### config.mk
export PLATFORM = sky130hd
export DESIGN_NAME = dataPath
export DESIGN_NICKNAME = d
export VERILOG_FILES = /design/src/hdl/dataPathPkg.sv /design/src/hdl/busIf.sv /design/src/hdl/memoryInterface.sv /design/src/hdl/arithLogicUnit.sv /design/src/hdl/registerBank.sv /design/src/hdl/busMux.sv /design/src/hdl/dataPath.sv
export SDC_FILE = /design/constraint.sdc
export NUM_CORES = 2
export LEC_CHECK = 0
export BUFFER_PORTS_ARGS = -buffer_cell sky130_fd_sc_hd__buf_2
export CORE_ASPECT_RATIO = 1.4
export CORE_UTILIZATION = 60
export CTS_CLUSTER_DIAMETER = 80
export DETAILED_ROUTE_END_ITERATION = 7
export PLACE_DENSITY = 0.82
export SYNTH_ARGS = -nofsm -noshare
export SYNTH_HDL_FRONTEND = slang
export SYNTH_HIERARCHICAL = 1
export SYNTH_SLANG_ARGS = --single-unit
### constraint.sdc
create_clock -name Clock -period 20.2 [get_ports Clock]
set_clock_uncertainty 0.05 [all_clocks]
set_input_delay 6.06 -clock Clock [delete_from_list [all_inputs] [get_ports Clock]]
set_output_delay 6.06 -clock Clock [all_outputs]
set_load 0.02 [all_outputs]
### src/hdl/dataPathPkg.sv
// shared widths, register count and ALU op codes; codes outside the list give a zero result
package dataPathPkg;

    localparam int wordWidth       = 32;
    localparam int registerCount   = 16;
    localparam int selectWidth     = 4;     // must cover registerCount
    localparam int opWidth         = 5;
    localparam int iterativeCycles = 32;    // one step per operand bit

    typedef logic [wordWidth-1:0] word;
    typedef logic [opWidth-1:0]   aluOp;

    // single-cycle operations
    localparam aluOp opAnd = 5'd1;
    localparam aluOp opOr  = 5'd2;
    localparam aluOp opAdd = 5'd3;
    localparam aluOp opShl = 5'd4;   // A << B[4:0]
    localparam aluOp opSub = 5'd5;   // A - B
    localparam aluOp opShr = 5'd6;   // logical, A >> B[4:0]
    localparam aluOp opRol = 5'd7;

    // iterative operations, signed
    localparam aluOp opMul = 5'd8;   // full 64-bit product in ZHI:ZLO
    localparam aluOp opDiv = 5'd9;   // quotient in ZLO, remainder in ZHI

    // unary, B only
    localparam aluOp opNeg = 5'd10;
    localparam aluOp opNot = 5'd11;

endpackage

### src/hdl/busIf.sv
// shared bus and all bus source values; one-hot source selection is left to the sequencer
interface busIf;
    import dataPathPkg::*;

    word bus;          // the single shared bus, driven only by busMux

    // memory side sources
    word mdrValue;
    word marValue;

    // register bank sources
    word rfValue;      // general register picked by rfSelect
    word pcValue;
    word irValue;
    word hiValue;
    word loValue;

    // ALU sources
    word yValue;
    word zHi;
    word zLo;

    modport memSide (input bus, output mdrValue, output marValue);

    modport aluSide (input bus, output yValue, output zHi, output zLo);

    modport regSide (
        input  bus,
        output rfValue, pcValue, irValue, hiValue, loValue
    );

    modport muxSide (
        output bus,
        input  mdrValue, marValue,
        input  rfValue, pcValue, irValue, hiValue, loValue,
        input  yValue, zHi, zLo
    );

endinterface

### src/hdl/memoryInterface.sv
// MAR and MDR only; the memory itself sits outside and returns data on memDataIn
module memoryInterface (
    input  logic             Clock,
    input  logic             reset,
    input  logic             memRead,      // selects memDataIn over the bus for MDR
    input  logic             mdrIn,
    input  logic             marIn,
    input  dataPathPkg::word memDataIn,
    output dataPathPkg::word memAddress,
    busIf.memSide            link
);
    import dataPathPkg::*;

    word marReg;
    word mdrReg;
    word mdrSource;

    // MDR takes the memory word on a read, otherwise whatever is on the bus
    always_comb begin
        if (memRead) begin
            mdrSource = memDataIn;
        end else begin
            mdrSource = link.bus;
        end
    end

    always_ff @(posedge Clock) begin
        if (reset) begin
            marReg <= '0;
            mdrReg <= '0;
        end else begin
            if (marIn) begin
                marReg <= link.bus;
            end
            if (mdrIn) begin
                mdrReg <= mdrSource;
            end
        end
    end

    assign memAddress    = marReg;   // address goes straight out to memory
    assign link.marValue = marReg;
    assign link.mdrValue = mdrReg;

endmodule

### src/hdl/arithLogicUnit.sv
// A is Y, B is the bus at start; mul/div take 33 cycles and ignore start while busy
module arithLogicUnit (
    input  logic              Clock,
    input  logic              reset,
    input  logic              yIn,
    input  logic              zIn,
    input  logic              start,        // one-cycle pulse
    input  dataPathPkg::aluOp opSelect,
    output logic              finished,     // one-cycle pulse
    output logic              busy,
    busIf.aluSide             link
);
    import dataPathPkg::*;

    word yReg;
    word zHiReg;
    word zLoReg;

    // iterative engine state
    logic [$clog2(iterativeCycles)-1:0] count;
    logic divMode;
    logic zPending;       // zIn seen at start, load Z on completion
    logic signsDiffer;
    logic divZero;
    word  accReg;         // product high half or partial remainder
    word  lowReg;         // multiplier bits or quotient bits
    word  magReg;         // multiplicand or divisor magnitude
    word  dividendReg;

    word operandB;
    word magA;
    word magB;
    logic isIterative;
    logic lastStep;

    logic [$clog2(wordWidth)-1:0] shiftAmount;
    logic [2*wordWidth-1:0]       rotWide;
    word                          quickResult;

    logic [wordWidth:0]     addSum;
    logic [wordWidth:0]     shifted;
    logic [wordWidth:0]     trial;
    word                    accNext;
    word                    lowNext;
    logic [2*wordWidth-1:0] fixedResult;

    assign operandB    = link.bus;
    assign magA        = yReg[wordWidth-1] ? -yReg : yReg;
    assign magB        = operandB[wordWidth-1] ? -operandB : operandB;
    assign isIterative = (opSelect == opMul) || (opSelect == opDiv);
    assign lastStep    = int'(count) == iterativeCycles - 1;
    assign shiftAmount = operandB[$clog2(wordWidth)-1:0];
    assign rotWide     = {yReg, yReg} << shiftAmount;   // upper half is the rotation

    always_comb begin
        case (opSelect)
            opAnd:   quickResult = yReg & operandB;
            opOr:    quickResult = yReg | operandB;
            opAdd:   quickResult = yReg + operandB;
            opSub:   quickResult = yReg - operandB;
            opShl:   quickResult = yReg << shiftAmount;
            opShr:   quickResult = yReg >> shiftAmount;
            opRol:   quickResult = rotWide[2*wordWidth-1:wordWidth];
            opNeg:   quickResult = -operandB;
            opNot:   quickResult = ~operandB;
            default: quickResult = '0;
        endcase
    end

    // one step of shift-add multiply or restoring divide
    always_comb begin
        addSum  = {1'b0, accReg} + (lowReg[0] ? {1'b0, magReg} : '0);
        shifted = {accReg, lowReg[wordWidth-1]};
        trial   = shifted - {1'b0, magReg};
        if (divMode) begin
            if (trial[wordWidth]) begin   // negative, restore
                accNext = shifted[wordWidth-1:0];
                lowNext = {lowReg[wordWidth-2:0], 1'b0};
            end else begin
                accNext = trial[wordWidth-1:0];
                lowNext = {lowReg[wordWidth-2:0], 1'b1};
            end
        end else begin
            accNext = addSum[wordWidth:1];
            lowNext = {addSum[0], lowReg[wordWidth-1:1]};
        end
    end

    // sign correction applied to the final step
    always_comb begin
        if (!divMode) begin
            fixedResult = signsDiffer ? -{accNext, lowNext} : {accNext, lowNext};
        end else if (divZero) begin
            fixedResult = {dividendReg, {wordWidth{1'b1}}};
        end else begin
            // remainder follows the dividend, quotient truncates toward zero
            fixedResult[2*wordWidth-1:wordWidth] =
                dividendReg[wordWidth-1] ? -accNext : accNext;
            fixedResult[wordWidth-1:0] = signsDiffer ? -lowNext : lowNext;
        end
    end

    always_ff @(posedge Clock) begin
        if (reset) begin
            yReg        <= '0;
            zHiReg      <= '0;
            zLoReg      <= '0;
            busy        <= 1'b0;
            finished    <= 1'b0;
            count       <= '0;
            divMode     <= 1'b0;
            zPending    <= 1'b0;
            signsDiffer <= 1'b0;
            divZero     <= 1'b0;
        end else begin
            finished <= 1'b0;
            if (yIn) begin
                yReg <= link.bus;
            end
            if (busy) begin
                count <= count + 1'b1;
                if (lastStep) begin
                    busy     <= 1'b0;
                    finished <= 1'b1;
                    if (zPending) begin
                        {zHiReg, zLoReg} <= fixedResult;
                    end
                end
            end else if (start) begin
                if (isIterative) begin
                    busy        <= 1'b1;
                    count       <= '0;
                    divMode     <= opSelect == opDiv;
                    zPending    <= zIn;
                    signsDiffer <= yReg[wordWidth-1] ^ operandB[wordWidth-1];
                    divZero     <= operandB == '0;
                end else begin
                    finished <= 1'b1;   // single-cycle result ready now
                    if (zIn) begin
                        {zHiReg, zLoReg} <= {{wordWidth{1'b0}}, quickResult};
                    end
                end
            end
        end
    end

    // datapath of the engine
    always_ff @(posedge Clock) begin
        if (!busy && start) begin
            accReg      <= '0;
            lowReg      <= magA;
            magReg      <= magB;
            dividendReg <= yReg;
        end else if (busy) begin
            accReg <= accNext;
            lowReg <= lowNext;
        end
    end

    assign link.yValue = yReg;
    assign link.zHi    = zHiReg;
    assign link.zLo    = zLoReg;

endmodule

### src/hdl/registerBank.sv
// sixteen general registers plus PC, IR, HI, LO; R0 is an ordinary register, not tied to zero
module registerBank (
    input  logic                               Clock,
    input  logic                               reset,
    input  logic                               rfIn,
    input  logic                               pcIn,
    input  logic                               irIn,
    input  logic                               hiIn,
    input  logic                               loIn,
    input  logic [dataPathPkg::selectWidth-1:0] rfSelect,  // shared by read and write
    output dataPathPkg::word                   irWord,
    busIf.regSide                              link
);
    import dataPathPkg::*;

    word generalRegs [registerCount];
    word pcReg;
    word irReg;
    word hiReg;
    word loReg;

    always_ff @(posedge Clock) begin
        if (reset) begin
            for (int i = 0; i < registerCount; i++) begin
                generalRegs[i] <= '0;
            end
            pcReg <= '0;
            irReg <= '0;
            hiReg <= '0;
            loReg <= '0;
        end else begin
            if (rfIn) begin
                generalRegs[rfSelect] <= link.bus;
            end
            if (pcIn) begin
                pcReg <= link.bus;   // no increment here
            end
            if (irIn) begin
                irReg <= link.bus;
            end
            if (hiIn) begin
                hiReg <= link.bus;
            end
            if (loIn) begin
                loReg <= link.bus;
            end
        end
    end

    assign link.rfValue = generalRegs[rfSelect];
    assign link.pcValue = pcReg;
    assign link.irValue = irReg;
    assign link.hiValue = hiReg;
    assign link.loValue = loReg;

    // stored only, decoding belongs to a later control unit
    assign irWord = irReg;

endmodule

### src/hdl/busMux.sv
// out enables must be one-hot or all low; two at once OR their sources together
module busMux (
    input logic   rfOut,
    input logic   pcOut,
    input logic   irOut,
    input logic   yOut,
    input logic   zLoOut,
    input logic   zHiOut,
    input logic   marOut,
    input logic   hiOut,
    input logic   loOut,
    input logic   mdrOut,
    busIf.muxSide link
);
    import dataPathPkg::*;

    // and-or select, so nothing enabled leaves the bus at zero
    always_comb begin
        link.bus = ({wordWidth{rfOut}}  & link.rfValue)
                 | ({wordWidth{pcOut}}  & link.pcValue)
                 | ({wordWidth{irOut}}  & link.irValue)
                 | ({wordWidth{yOut}}   & link.yValue)
                 | ({wordWidth{zLoOut}} & link.zLo)
                 | ({wordWidth{zHiOut}} & link.zHi)
                 | ({wordWidth{marOut}} & link.marValue)
                 | ({wordWidth{hiOut}}  & link.hiValue)
                 | ({wordWidth{loOut}}  & link.loValue)
                 | ({wordWidth{mdrOut}} & link.mdrValue);
    end

endmodule

### src/hdl/dataPath.sv
// single-bus datapath; an external sequencer drives all enables and must wait for finished
module dataPath (
    input  logic                                Clock,
    input  logic                                reset,
    // bus source enables
    input  logic                                rfOut,
    input  logic                                pcOut,
    input  logic                                irOut,
    input  logic                                yOut,
    input  logic                                zLoOut,
    input  logic                                zHiOut,
    input  logic                                marOut,
    input  logic                                hiOut,
    input  logic                                loOut,
    input  logic                                mdrOut,
    // load enables
    input  logic                                rfIn,
    input  logic                                pcIn,
    input  logic                                irIn,
    input  logic                                yIn,
    input  logic                                zIn,
    input  logic                                marIn,
    input  logic                                hiIn,
    input  logic                                loIn,
    input  logic                                mdrIn,
    input  logic [dataPathPkg::selectWidth-1:0] rfSelect,
    input  dataPathPkg::aluOp                   opSelect,
    input  logic                                start,
    input  logic                                memRead,
    input  dataPathPkg::word                    memDataIn,
    output logic                                finished,
    output logic                                busy,
    output dataPathPkg::word                    busValue,   // observation of the shared bus
    output dataPathPkg::word                    memAddress,
    output dataPathPkg::word                    irWord
);

    busIf link ();

    memoryInterface memory (
        .Clock      (Clock),
        .reset      (reset),
        .memRead    (memRead),
        .mdrIn      (mdrIn),
        .marIn      (marIn),
        .memDataIn  (memDataIn),
        .memAddress (memAddress),
        .link       (link.memSide)
    );

    arithLogicUnit alu (
        .Clock    (Clock),
        .reset    (reset),
        .yIn      (yIn),
        .zIn      (zIn),
        .start    (start),
        .opSelect (opSelect),
        .finished (finished),
        .busy     (busy),
        .link     (link.aluSide)
    );

    registerBank registers (
        .Clock    (Clock),
        .reset    (reset),
        .rfIn     (rfIn),
        .pcIn     (pcIn),
        .irIn     (irIn),
        .hiIn     (hiIn),
        .loIn     (loIn),
        .rfSelect (rfSelect),
        .irWord   (irWord),
        .link     (link.regSide)
    );

    busMux sourceSelect (
        .rfOut  (rfOut),
        .pcOut  (pcOut),
        .irOut  (irOut),
        .yOut   (yOut),
        .zLoOut (zLoOut),
        .zHiOut (zHiOut),
        .marOut (marOut),
        .hiOut  (hiOut),
        .loOut  (loOut),
        .mdrOut (mdrOut),
        .link   (link.muxSide)
    );

    assign busValue = link.bus;

endmodule

# --- Word level (Yosys, flattened, before mapping) ---
# Memories as Yosys holds them, arrays and structs flattened.
# Cells that the tools add are included.
classes:
  addsub: 10
  eq_ne: 15
  n_shift: 3
  mux: 47
  bitwise_logic: 24
  reduce_logical: 12
op_table:
  columns: ["op", "count"]
  rows:
  - ["32-bit two-way mux", 23]
  - ["32-bit AND", 11]
  - ["32-bit bitwise OR", 10]
  - ["32-bit one-hot mux with 9 select lines", 1]
  - ["64-bit two-way mux", 3]
  - ["32-bit negation", 4]
  - ["64-bit negation", 1]
  - ["64-bit by 5-bit left shift with 64-bit output", 1]
  - ["32-bit by 33-bit adder with 33-bit output", 1]
  - ["33-bit by 32-bit subtractor with 33-bit output", 1]
  - ["32-bit adder", 1]
  - ["32-bit logical NOT", 1]
  - ["32-bit NOT", 1]
  - ["32-bit OR reduction", 1]
  - ["32-bit by 5-bit left shift with 32-bit output", 1]
  - ["32-bit by 5-bit >> shifter with 32-bit output", 1]
  - ["32-bit subtractor", 1]
  - ["31-bit two-way mux", 1]
  - ["5-bit by 3-bit == test with 1-bit output (second input constant)", 4]
  - ["5-bit by 4-bit == test with 1-bit output (second input constant)", 4]
  - ["1-bit two-way mux", 15]
  - ["5-bit two-way mux", 3]
  - ["5-bit by 1-bit == test with 1-bit output (second input constant)", 2]
  - ["5-bit by 2-bit == test with 1-bit output (second input constant)", 2]
  - ["13 further kinds", 17]
totals:
  regBits: 427
  mem_bits_rw: 512
  input_bits: 64
  out_inout_bits: 98
  wordCells: 133
  memories: 1
mem_list:
  columns: ["memory", "words", "width", "rd", "rd_ports_with_merged_regs", "wr", "line_no", "rtl"]
  rows:
  - ["registers.generalRegs", 16, 32, 1, 0, 16, "registerBank.sv:16", "word generalRegs [registerCount];"]

# --- Logic depth before layout (Yosys ltp) ---
# An unclocked memory read counts as a cell.
depth:
  word_depth: 17
  mapped_depth: 32
  ltp_nobuf: 27

# --- Cells and area by module ---
# Netlist, hierarchy kept.
by_module_without_submodules:
  columns: ["mod", "instances", "cells_per_inst", "area_each_um2", "seq_area_each_um2"]
  rows:
  - ["registerBank", 1, 1896, 27707.8, 17937.2]
  - ["arithLogicUnit", 1, 3260, 24428.4, 5665.4]
  - ["memoryInterface", 1, 278, 2802.7, 1281.2]
  - ["busMux", 1, 222, 1835.5, 0.0]

# --- Worst setup path before layout ---
# Ideal clock, no wire load.
synth_path:
  path_type: "in2out"
  startpoint: "in rfSelect[0] (netlist bit)"
  endpoint: "out busValue[0]"
  arrival_time_ps: 7955
  required_ps: 14090
  slack_ps: 6135
  cell_stages: 7
  path_buffers: 2
  cell_sequence: "buf_2 -> buf_2 -> mux4_2 -> a22oi_1 -> nand2_1 -> a221oi_1 -> nand4_1"
synth_between:
  elab_chain_len: 11
synth_lines:
  columns: ["item", "line_no", "rtl"]
  rows:
  - ["from (decl)", "dataPath.sv:26", "input logic [dataPathPkg::selectWidth-1:0] rfSelect,"]
  - ["memory read 16 x 32 bit", null, null]
  - ["net link.rfValue[0]", "busIf.sv:12", "word rfValue;"]
  - ["32-bit AND", "busMux.sv:19", "link.bus = ({wordWidth{rfOut}} & link.rfValue)"]
  - ["32-bit bitwise OR", "busMux.sv:20", "| ({wordWidth{pcOut}} & link.pcValue)"]
  - ["32-bit bitwise OR", "busMux.sv:21", "| ({wordWidth{irOut}} & link.irValue)"]
  - ["32-bit bitwise OR", "busMux.sv:22", "| ({wordWidth{yOut}} & link.yValue)"]
  - ["32-bit bitwise OR", "busMux.sv:23", "| ({wordWidth{zLoOut}} & link.zLo)"]
  - ["32-bit bitwise OR", "busMux.sv:24", "| ({wordWidth{zHiOut}} & link.zHi)"]
  - ["32-bit bitwise OR", "busMux.sv:25", "| ({wordWidth{marOut}} & link.marValue)"]
  - ["32-bit bitwise OR", "busMux.sv:26", "| ({wordWidth{hiOut}} & link.hiValue)"]
  - ["32-bit bitwise OR", "busMux.sv:27", "| ({wordWidth{loOut}} & link.loValue)"]
  - ["32-bit bitwise OR", "busMux.sv:28", "| ({wordWidth{mdrOut}} & link.mdrValue);"]
  - ["to (decl)", "dataPath.sv:33", "output dataPathPkg::word busValue,"]
# The timed path passes the listed nets, and every way through them passes these cells.

# --- Final worst setup path ---
layout_path:
  startpoint: "in rfSelect[0] (netlist bit)"
  endpoint: "out busValue[6]"
# Same word-level chain as after synthesis.

==> impl_metrics.ini <==
[global_route]
track_usage_pct = 48.5
grt_pass1_vias = 47600
overflow = 0
antenna_found_initial = 24
grt_max_degree = 164
grt_pass1_wl_mm = 332

[cells_and_area]
area_delta_synth_final_pct = 7.58
final_cell_mix = edfxtp_1 (608), and2_1 (559), nor2_1 (553), nand2_1 (370), mux2i_1 (349)
finalNetCount = 5700
fillers = 7293
postLayoutCoreUtil_pct = 65.1
layout_commonest_cell = edfxtp_1
drive_above_1_share_pct = 13.6

[min_path]
min_path_type = reg -> reg
hold_depth = 2

[die]
die-height_um = 366
die_w_um = 262
coreArea_mm2 = 0.0939
rows = 133
start_util_pct = 60.5
die_area_mm2 = 0.0959
ios = 162

[clock_network]
cts_buffer_depth = 3
post_cts_resize_count = 0
insertion_delay_ns = 0.74
cts_hold_buf = 0
cts_root_buf = clkbuf_16
clock_sinks = 939
tritoncts = done
post_cts_buffers = 0
htreeDepth = 3
cts_buffers = 91
clk_pin_slew_worst_paths_ns = 0.06

[pwr]
peakVddDrop_uv = 75.4
power.static_leakage_nw = 23.9
powerDensity_mw_per_mm2 = 102

[route]
top_layer = met5
drt-pass1-iter-count = 6
met2_length_mm = 105
wl_met1_mm = 74.8
vias_per_cell = 7.20
vias = 49300
dr_wl_met3_mm = 29.9
wl_mm = 235
drt-initial-drc-count = 6636
wl_per_cell_um = 34.4
drc = 0
antenna_left = 0

[timing]
hold_viol = 0
setup_viol = 0
holdWs_ns = 0.397
slew_headroom_pct = -3.43
period_needed_ns = 15.91
maxSlewViolCount = 4
setup_tns_ns = 0
finalWorstSetupSlack_ns = 4.29
rsz0062_at_grt = false
fmax_ghz = 0.0628
fin_crit_sh_pct = 78.8
tightestPinTransition_ns = 1.54

[synth]
syn-cell-area_mm2 = 0.0568
ys.flop_type = edfxtp_1
synth_seq_area_share_pct = 43.8
yosys.cell_types.count = 105
synth-edff-count = 608
ys_warn_count = 6
synth-async-reset-ratio_pct = 0
synthesis.nets = 5829
syn_inst = 5656
avgSynthCellArea_um2 = 10.0
ys_ff_latch = 939

[placed_design]
post-dp-hpwl_mm = 158
place_congestion = 1.13
pre_cts_ws_ns = 4.29
io_buffers = 161

[run_status]
status = complete, but fails checks
violations = capacitance limit, slew limit

[critical_path]
cp.required_ns = 14.09
path_max_fanout = 46
worstSetupStartpointType = primary input
end_kind = output pin
cp.arrival_ns = 9.80
ff2ff_path_depth = 22
critPathKind = in -> out

[run]
max_cap_violations = 1
[cell usage after synthesis (all sizes together) (33+ instances only)]
cell type	number	area, um2
xnor2	152	1330
a21o	50	375
mux2i	349	3490
or2	35	219
o211ai	36	270
nand2b	44	290
a211oi	62	475
mux4	139	3130
o21ai	275	1390
a22oi	169	1270
nand2	370	1390
ha	106	1330
o22ai	33	206
nand4	53	332
and2	559	3500
edfxtp	608	18300
buf	190	1180
a22o	56	490
nand3	67	353
xor2	112	981
nor2	568	2150
a21oi	275	1380
inv	97	364
a221oi	90	976
o31ai	36	275
nor3	66	367
dfxtp	331	6630
clkbuf	367	1400
[power by group]
part           internal, mW  switching [mW]
logic                 0.657            1.50
clock network         0.976           0.805
registers              2.20           0.114
total                  3.84            2.42
[layout make-up]
cell class | count | area [um2] | share of cell area (%)
multi-input combinational | 4061 | 29000 | 47.5
sequential | 939 | 24900 | 40.7
clock buffer | 123 | 2560 | 4.19
timing repair buffer | 335 | 2150 | 3.52
tap | 1215 | 1520 | 2.49
clock inverter | 48 | 497 | 0.813
inverter | 99 | 373 | 0.610
antenna | 20 | 50.0 | 0.0819
[flip-flops by register name (all words and copies together), names as in the netlist]
signal and flops:
alu/signsDiffer 1, alu/dividendReg 32, memory/link.marValue 32, alu/divZero 1
registers/link.hiValue 32, registers/link.loValue 32, alu/lowReg 32, alu/link.zHi 32
alu/finished 1, memory/link.mdrValue 32, alu/busy 1, alu/magReg 32
alu/divMode 1, registers/link.pcValue 32, registers/generalRegs 512, alu/link.yValue 32
registers/irWord 32, alu/accReg 32, alu/count 5, alu/link.zLo 32
alu/zPending 1
[worst paths after layout]
check                                         to            start  slack, ns
worst min-delay path             alu/link.zHi[3]  alu/link.zHi[3]       0.40
worst max-delay path                 busValue[6]      rfSelect[0]       4.29
worst min register to register   alu/link.zHi[3]  alu/link.zHi[3]       0.40
worst max register to register  alu/link.zHi[12]   alu/lowReg[31]      11.28
[logic make-up after synthesis]
kind of cell	share of synthesized area [%]
AO/OA/AOI/OAI	15.5
XOR/XNOR	4.07
flip-flops	43.8
buffers and inverters	5.20
multiplexers	12.0
adder cells (fa/ha/maj)	2.44
AND/OR/NAND/NOR	16.9
[metal layers]
layer,up-vias,track usage [%]
met1,23500,53.7
met2,4003,74.3
li1,20400,-
met3,1317,15.6
met5,-,0.720
met4,18,42.8
[metrics by stage]
stage / total power, mW / cells / instance area [um2]
2_1_floorplan: 3.65 / 5656 / 56800
6_report: 6.25 / 6840 / 61100
3_5_place_dp: 4.38 / 6649 / 58000
4_1_cts: 6.12 / 6820 / 61000
3_3_place_gp: 4.37 / 6649 / 58000
5_1_grt: 6.40 / 6825 / 61000
[critical path, stage by stage]
cell	delay (ns)
buf_8	0.42
buf_4	0.76
mux4_2	0.61
a22oi_1	0.21
nand2_1	0.12
a221oi_2	0.28
nand4_1	0.54
buf_4	0.48
buf_2	0.20
Note: power is estimated with default switching activity, not from simulation.
